File: src/logic/mem_pkg.sv
package mem_pkg;

	localparam int CLEAR_ADDR_W = 17;

	localparam logic [CLEAR_ADDR_W-1:0] CLEAR_ADDR_STEP = 1;

	// Power-on patterns of the different console revisions
	typedef enum logic [1:0] {
		FILL_9966 = 2'd0,
		FILL_00FF = 2'd1,
		FILL_55   = 2'd2,
		FILL_FF   = 2'd3
	} fill_pattern_e;

	localparam logic [7:0] FILL_BYTE_00 = 8'h00;
	localparam logic [7:0] FILL_BYTE_55 = 8'h55;
	localparam logic [7:0] FILL_BYTE_66 = 8'h66;
	localparam logic [7:0] FILL_BYTE_99 = 8'h99;
	localparam logic [7:0] FILL_BYTE_FF = 8'hFF;

	function automatic logic [7:0] fill_byte(fill_pattern_e pat,
			logic [CLEAR_ADDR_W-1:0] addr);
		case (pat)
			FILL_9966: return (addr[8] ^ addr[2]) ? FILL_BYTE_66 : FILL_BYTE_99;
			FILL_00FF: return (addr[9] ^ addr[0]) ? FILL_BYTE_FF : FILL_BYTE_00;
			FILL_55:   return FILL_BYTE_55;
			default:   return FILL_BYTE_FF;
		endcase
	endfunction

endpackage

File: src/logic/cart_pkg.sv
package cart_pkg;

	// ==============================
	// Download stream
	// ==============================

	localparam int LOAD_ADDR_W = 25;
	localparam int LOAD_DATA_W = 16;
	localparam int LOAD_IDX_W  = 8;

	// Cartridge image is index 0 in the low six bits
	localparam logic [5:0]            LOAD_IDX_CART = 6'd0;
	localparam logic [LOAD_IDX_W-1:0] LOAD_IDX_CODE = 8'hFF;

	// ==============================
	// Cartridge header
	// ==============================

	typedef enum logic [2:0] {
		HDR_AUTO    = 3'd0,
		HDR_NONE    = 3'd1,
		HDR_LOROM   = 3'd2,
		HDR_HIROM   = 3'd3,
		HDR_EXHIROM = 3'd4
	} header_mode_e;

	typedef enum logic [1:0] {
		REG_AUTO = 2'd0,
		REG_NTSC = 2'd1,
		REG_PAL  = 2'd2
	} region_sel_e;

	// Size byte offsets past a 512-byte copier header
	localparam logic [31:0] HDR_OFS_LOROM   = 32'h7FD6 + 32'h200;
	localparam logic [31:0] HDR_OFS_HIROM   = 32'hFFD6 + 32'h200;
	localparam logic [31:0] HDR_OFS_EXHIROM = 32'h40FFD6 + 32'h200;

	localparam int SIZE_W     = 4;
	localparam int MASK_W     = 24;
	localparam int ROM_TYPE_W = 8;

	localparam logic [SIZE_W-1:0] DEFAULT_ROM_SIZE = 4'd12;
	// Size code 0 means 1 KiB
	localparam logic [MASK_W-1:0] MASK_UNIT = 24'd1024;

	typedef struct packed {
		logic [31:0] flags;
		logic [31:0] address;
		logic [31:0] compare;
		logic [31:0] replace;
	} cheat_code_t;

	function automatic logic [MASK_W-1:0] size_to_mask(logic [SIZE_W-1:0] size);
		logic [MASK_W-1:0] span;
		span = MASK_UNIT << size;
		return span - MASK_W'(1);
	endfunction

endpackage
File: src/logic/load_bus_if.sv
`timescale 1ns/1ps

interface load_bus_if;

	// Word is valid when active and wr are both high
	logic                             active;
	logic [cart_pkg::LOAD_IDX_W-1:0]  index;
	logic [cart_pkg::LOAD_ADDR_W-1:0] addr;
	logic [cart_pkg::LOAD_DATA_W-1:0] data;
	logic                             wr;

	modport src (
		output active, index, addr, data, wr
	);

	modport sink (
		input active, index, addr, data, wr
	);

endinterface

File: src/logic/cart_loader_top.sv
`timescale 1ns/1ps

module cart_loader_top (
	input  logic                             clk_sys,
	input  logic                             RESET,

	// Download stream
	input  logic                             load_active,
	input  logic [cart_pkg::LOAD_IDX_W-1:0]  load_index,
	input  logic [cart_pkg::LOAD_ADDR_W-1:0] load_addr,
	input  logic [cart_pkg::LOAD_DATA_W-1:0] load_data,
	input  logic                             load_wr,

	// Options
	input  cart_pkg::header_mode_e           header_mode,
	input  cart_pkg::region_sel_e            region_sel,
	input  mem_pkg::fill_pattern_e           wram_pattern,
	input  mem_pkg::fill_pattern_e           aram_pattern,

	// Cartridge info
	output logic [cart_pkg::ROM_TYPE_W-1:0]  rom_type,
	output logic [cart_pkg::MASK_W-1:0]      rom_mask,
	output logic [cart_pkg::MASK_W-1:0]      ram_mask,
	output logic                             pal,

	// Cheat codes
	output cart_pkg::cheat_code_t            code,
	output logic                             code_valid,
	output logic                             code_clear,

	// RAM clear sweep
	output logic                             clear_active,
	output logic [mem_pkg::CLEAR_ADDR_W-1:0] clear_addr,
	output logic [7:0]                       wram_fill,
	output logic [7:0]                       aram_fill
);

	load_bus_if bus0 ();

	assign bus0.active = load_active;
	assign bus0.index  = load_index;
	assign bus0.addr   = load_addr;
	assign bus0.data   = load_data;
	assign bus0.wr     = load_wr;

	rom_header_detect hdr0 (
		.clk_sys     (clk_sys),
		.RESET       (RESET),
		.bus         (bus0.sink),
		.header_mode (header_mode),
		.region_sel  (region_sel),
		.rom_type    (rom_type),
		.rom_mask    (rom_mask),
		.ram_mask    (ram_mask),
		.pal         (pal)
	);

	cheat_code_loader codes0 (
		.clk_sys    (clk_sys),
		.RESET      (RESET),
		.bus        (bus0.sink),
		.code       (code),
		.code_valid (code_valid),
		.code_clear (code_clear)
	);

	ram_clear clr0 (
		.clk_sys      (clk_sys),
		.RESET        (RESET),
		.bus          (bus0.sink),
		.wram_pattern (wram_pattern),
		.aram_pattern (aram_pattern),
		.clear_active (clear_active),
		.clear_addr   (clear_addr),
		.wram_fill    (wram_fill),
		.aram_fill    (aram_fill)
	);

endmodule

File: src/logic/ram_clear.sv
`timescale 1ns/1ps

module ram_clear (
	input  logic                              clk_sys,
	input  logic                              RESET,
	load_bus_if.sink                          bus,
	input  mem_pkg::fill_pattern_e            wram_pattern,
	input  mem_pkg::fill_pattern_e            aram_pattern,
	output logic                              clear_active,
	output logic [mem_pkg::CLEAR_ADDR_W-1:0]  clear_addr,
	output logic [7:0]                        wram_fill,
	output logic [7:0]                        aram_fill
);

	logic cart_dl;
	logic cart_dl_d;
	logic start;

	assign cart_dl = bus.active && (bus.index[5:0] == cart_pkg::LOAD_IDX_CART);
	assign start   = cart_dl && !cart_dl_d;

	// ==============================
	// Sweep counter
	// ==============================

	always_ff @(posedge clk_sys) begin
		if (RESET) begin
			cart_dl_d    <= 1'b0;
			clear_active <= 1'b0;
			clear_addr   <= '0;
		end else begin
			cart_dl_d <= cart_dl;
			if (start) begin
				clear_active <= 1'b1;
			end else if (clear_active && (&clear_addr)) begin
				// Top address was the last one written
				clear_active <= 1'b0;
			end
			if (clear_active) begin
				clear_addr <= clear_addr + mem_pkg::CLEAR_ADDR_STEP;
			end else begin
				clear_addr <= '0;
			end
		end
	end

	// Fill data lines up with the address
	assign wram_fill = mem_pkg::fill_byte(wram_pattern, clear_addr);
	assign aram_fill = mem_pkg::fill_byte(aram_pattern, clear_addr);

	a_idle_addr: assert property (@(posedge clk_sys) disable iff (RESET)
		!clear_active |-> clear_addr == '0);

endmodule

File: src/logic/cheat_code_loader.sv
`timescale 1ns/1ps

module cheat_code_loader (
	input  logic                  clk_sys,
	input  logic                  RESET,
	load_bus_if.sink              bus,
	output cart_pkg::cheat_code_t code,
	output logic                  code_valid,
	output logic                  code_clear
);

	logic cart_dl;
	logic take;
	logic clr_pulse;

	assign cart_dl = bus.active && (bus.index[5:0] == cart_pkg::LOAD_IDX_CART);
	assign take    = bus.active && bus.wr && (bus.index == cart_pkg::LOAD_IDX_CODE);

	// Eight words per code with the low half first
	always_ff @(posedge clk_sys) begin
		if (take) begin
			case (bus.addr[3:0])
				4'd0:  code.flags[15:0]    <= bus.data;
				4'd2:  code.flags[31:16]   <= bus.data;
				4'd4:  code.address[15:0]  <= bus.data;
				4'd6:  code.address[31:16] <= bus.data;
				4'd8:  code.compare[15:0]  <= bus.data;
				4'd10: code.compare[31:16] <= bus.data;
				4'd12: code.replace[15:0]  <= bus.data;
				4'd14: code.replace[31:16] <= bus.data;
				default: ;
			endcase
		end
	end

	always_ff @(posedge clk_sys) begin
		if (RESET) begin
			code_valid <= 1'b0;
			clr_pulse  <= 1'b0;
		end else begin
			// Last word completes the code
			code_valid <= take && (bus.addr[3:0] == 4'd14);
			// New code list starts at address 0
			clr_pulse  <= take && (bus.addr == '0);
		end
	end

	assign code_clear = cart_dl || clr_pulse;

	a_valid_single: assert property (@(posedge clk_sys) disable iff (RESET)
		code_valid |=> !code_valid);

endmodule

File: src/logic/rom_header_detect.sv
`timescale 1ns/1ps

module rom_header_detect (
	input  logic                            clk_sys,
	input  logic                            RESET,
	load_bus_if.sink                        bus,
	input  cart_pkg::header_mode_e          header_mode,
	input  cart_pkg::region_sel_e           region_sel,
	output logic [cart_pkg::ROM_TYPE_W-1:0] rom_type,
	output logic [cart_pkg::MASK_W-1:0]     rom_mask,
	output logic [cart_pkg::MASK_W-1:0]     ram_mask,
	output logic                            pal
);

	logic                        cart_dl;
	logic                        take;
	logic [31:0]                 addr_ext;
	logic [31:0]                 hdr_ofs;
	logic                        hdr_fixed;
	logic [cart_pkg::SIZE_W-1:0] rom_size;
	logic [cart_pkg::SIZE_W-1:0] ram_size;
	logic                        rom_region;

	assign cart_dl  = bus.active && (bus.index[5:0] == cart_pkg::LOAD_IDX_CART);
	assign take     = cart_dl && bus.wr;
	assign addr_ext = 32'(bus.addr);

	// Where the size bytes sit for the forced layouts
	always_comb begin
		hdr_fixed = 1'b1;
		case (header_mode)
			cart_pkg::HDR_LOROM:   hdr_ofs = cart_pkg::HDR_OFS_LOROM;
			cart_pkg::HDR_HIROM:   hdr_ofs = cart_pkg::HDR_OFS_HIROM;
			cart_pkg::HDR_EXHIROM: hdr_ofs = cart_pkg::HDR_OFS_EXHIROM;
			default: begin
				hdr_ofs   = '0;
				hdr_fixed = 1'b0;
			end
		endcase
	end

	// ==============================
	// Header fields
	// ==============================

	always_ff @(posedge clk_sys) begin
		if (RESET) begin
			rom_size   <= cart_pkg::DEFAULT_ROM_SIZE;
			ram_size   <= '0;
			rom_region <= 1'b0;
			rom_type   <= '0;
			pal        <= 1'b0;
		end else if (cart_dl) begin
			if (take && bus.addr == '0) begin
				rom_size <= cart_pkg::DEFAULT_ROM_SIZE;
				ram_size <= '0;
				// Auto mode takes both sizes from the first byte
				if (header_mode == cart_pkg::HDR_AUTO && bus.data[7:0] != 8'h00) begin
					{ram_size, rom_size} <= bus.data[7:0];
				end
				case (header_mode)
					cart_pkg::HDR_NONE,
					cart_pkg::HDR_LOROM:   rom_type <= 8'd0;
					cart_pkg::HDR_HIROM:   rom_type <= 8'd1;
					cart_pkg::HDR_EXHIROM: rom_type <= 8'd2;
					default:               rom_type <= bus.data[15:8];
				endcase
			end
			if (take && addr_ext == 32'd2) begin
				rom_region <= bus.data[8];
			end
			if (take && hdr_fixed) begin
				if (addr_ext == hdr_ofs) begin
					rom_size <= bus.data[11:8];
				end
				// RAM size byte follows two bytes later
				if (addr_ext == hdr_ofs + 32'd2) begin
					ram_size <= bus.data[3:0];
				end
			end
		end else begin
			pal <= (region_sel == cart_pkg::REG_AUTO) ? rom_region :
				(region_sel == cart_pkg::REG_PAL);
		end
	end

	// Masks trail the size registers by one cycle
	always_ff @(posedge clk_sys) begin
		rom_mask <= cart_pkg::size_to_mask(rom_size);
		ram_mask <= (ram_size != '0) ? cart_pkg::size_to_mask(ram_size) : '0;
	end

	a_mode_range: assert property (@(posedge clk_sys) disable iff (RESET)
		header_mode <= cart_pkg::HDR_EXHIROM);

endmodule

File: config.mk
export PLATFORM = sky130hd
export DESIGN_NAME = cart_loader_top
export DESIGN_NICKNAME = d
export VERILOG_FILES = /design/src/logic/mem_pkg.sv /design/src/logic/cart_pkg.sv /design/src/logic/load_bus_if.sv /design/src/logic/cart_loader_top.sv /design/src/logic/ram_clear.sv /design/src/logic/cheat_code_loader.sv /design/src/logic/rom_header_detect.sv
export SDC_FILE = /design/constraint.sdc
export NUM_CORES = 1
export LEC_CHECK = 0
export BUFFER_PORTS_ARGS = -buffer_cell sky130_fd_sc_hd__buf_2
export CAP_MARGIN = 20
export CORE_ASPECT_RATIO = 1.1
export CORE_MARGIN = 10
export CORE_UTILIZATION = 52
export DETAILED_ROUTE_END_ITERATION = 16
export HOLD_SLACK_MARGIN = 0.15
export PLACE_DENSITY = 0.94
export SLEW_MARGIN = 20
export SYNTH_ARGS = -nofsm -noshare
export SYNTH_HDL_FRONTEND = slang
export SYNTH_SLANG_ARGS = --single-unit
export TNS_END_PERCENT = 10
File: constraint.sdc
create_clock -name clk_sys -period 7.08 [get_ports clk_sys]
set_input_delay 1.416 -clock clk_sys [delete_from_list [all_inputs] [get_ports clk_sys]]
set_output_delay 1.416 -clock clk_sys [all_outputs]
set_load 0.1 [all_outputs]
==> metrics <==
synthesized flop and latch total 196; Resized Gates After CTS 0; CTS sink count around 200; clock latency at the later pin of the worst-skew pair between 400 and 500 ps; final slew viol count 0; max layer used met4; grt ovf 0; CTS hold repair buffers 0; Place WS around 3100 ps; top cells by count, synth edfxtp_1, dfxtp_1, nor2_1; sequential share of the synthesized area 71.3%; total negative slack 0 ps; final period utilization between 50% and 60%; count leader, synth edfxtp_1; clock transition at the registers of the reported paths approximately 80 ps; Max-Slew Margin vs Limit between 20% and 30%; Post-Route WL between 20 and 25 mm; Logic pwr share 6.1%; vias per inst 5.39; delay-heaviest family, CP simple AND/OR/NAND/NOR gates; Max stage delay cell, worst path buf_2; Detailed Routing Iterations Pass 1 5; Distinct cells, synth 60; CP required 5660 ps; final number of setup-violating endpoints 0; first-pass GRT wire length 31.2 mm; row count 45; part of the power in registers 54.2%; Finished Core Util 67.1%; TritonCTS clock tree yes; root buffer cell clkbuf_16; Pleak 3.78 nW; CP Class in2out; ys async rst share 0%; PortBufs around 270; initial antenna violation count 2; slowest stage delay, CP 420 ps; hold slack 466 ps; leading area contributor after synthesis edfxtp_1; CP startpoint kind primary input; top-area cell type share of the netlist area 52.6%; most frequent cell on the critical path buf_2; Num CTS Buffers 17; Max-cap violations 0; Post CTS Setup Buffer Count 0; dpl hpwl 15.4 mm; largest net degree at the start of global routing 19; # IOs 283; ratio of cells with drive above 1 in the final layout 40.1%; worst-path maximum fanout 5; final hold vios 0; synth top area cells edfxtp_1, dfxtp_1, buf_4; Fin Clk Skew ~6.7 ps; # DRC 0; total net switching power 0.000541 W; RSZ-0062 raised after global routing no; Mapped Cells around 530; per-cell routed wire length 20.9 um; Max Fclk 251 MHz; mapped cell area 0.00730 sq mm; CP arrival 2570 ps; via count 5367; Synth Flop Type edfxtp_1; Crit. End Element output pin; Die Area about 0.019 sq mm; initial detailed-routing violation count 535; Area growth syn-to-layout 26.7%; Final nets ~860; Sw Ratio 24.1%; CP cell instances buf_2, nor4b_4, nand2_1, nand2b_1, buf_2; worst slew pin tran around 1100 ps; yosys warns 0; Max Root-Sink Buffers 2; EDFF count, synth 128; Syn Area/Cell 13.7 sq um; Initial Util 52.9%; WL met1 7.28 mm; Routed met2 length 10.8 mm; PD cells 242 mW/mm^2; Clk network pwr share 39.8%; worst hold-check path type reg2reg; CP Buf/Inv Count 2; vias in the first global route 5275; Internal 0.00170 W; wire length on met3 2.03 mm; status completed; GPL Wtd Cong between 0.8 and 0.9; Worst Setup Slack, final 3090 ps; Tmin final 3990 ps; post-route ant nets 0; chip height 144 um; Die X between 100 and 150 um; Peak supply drop 0.127 mV; H-tree Lvls 4; GRT Util Overall approximately a fifth; core area 0.0138 sq mm
==> flip-flops by register name (all words and copies together), names as in the netlist, 4 cells and up <==
name,cells
hdr0.ram_mask,15
hdr0.ram_size,4
hdr0.rom_size,4
hdr0.rom_type,8
hdr0.rom_mask,14
codes0.code,128
clr0.clear_addr,17
==> worst paths after layout <==
kind / from / to / slack, ps / cells after the start
worst min-delay path: clr0.cart_dl_d$_SDFF_PP0_ / clr0.clear_active$_SDFFE_PP0P_ / 470 / 1
worst max-delay path: load_index[2] / code_clear / 3090 / 5
worst max register to register: hdr0.rom_size[3]$_SDFFE_PP1P_ / hdr0.rom_mask[20]$_DFF_P_ / 4880 / 8
worst min register to register: clr0.cart_dl_d$_SDFF_PP0_ / clr0.clear_active$_SDFFE_PP0P_ / 470 / 1
==> routing by layer <==
metal	vias up	track usage [%]
met1	2524	22.5
met4	0	9.21
met5	-	0
met3	49	7.11
li1	2452	-
met2	342	37.9
==> cell usage in the layout (no fill, tap or decap), types with 8 or more instances in the layout <==
master     synthesis  final
nor3_1            16     14
edfxtp_1         128    128
nand2b_1          13     13
xor2_1             9      9
conb_1             1     10
nand2_1           29     29
nand4_1            8      8
buf_2              1    272
clkbuf_16          0     17
o31ai_1           11     11
a21oi_1           21     21
o21ai_0           19     19
dfxtp_1           68     68
nand3_1           17     17
mux2i_1           10     10
buf_4             27      8
nor2_1            35     35
==> metrics by stage <==
stage	power, W	cell area, sq um	instances
detailed placement	0.00137	8700	961
floorplan	0.00134	7340	543
CTS	0.00225	9250	993
finish	0.00224	9250	995
global placement	0.00137	8700	961
global route	0.00231	9250	994
==> power by group through the flow <==
stage	sequential (W)	combinational [W]	clock [W]
floorplan	0.00124	0.0000954	0
global placement	0.00124	0.000132	0
detailed placement	0.00124	0.000134	0
CTS	0.00122	0.000135	0.000903
global route	0.00121	0.000143	0.000957
finish	0.00122	0.000136	0.000892
==> area by class of cell <==
cell class / count / area (sq um)
Clock buffer: 18 / 429
Antenna cell: 2 / 5.00
Fill cell: 924 / 4540
Clock inverter: 14 / 121
Sequential cell: 196 / 5200
Timing Repair Buffer: 280 / 1420
Multi-Input combinational cell: 289 / 1810
Tap cell: 188 / 235
Inverter: 8 / 30.0
==> kinds of logic after synthesis <==
family / Yosys count / synth area share, %
compound gates: 77 / 6.72
flops: 196 / 71.3
fa+ha+maj: 5 / 0.822
other cells: 1 / 0.0513
xor+xnor: 16 / 1.92
simple gates: 169 / 12.9
buf+inv: 58 / 4.61
mux: 12 / 1.68
Note: power is estimated with default switching activity, not from simulation.
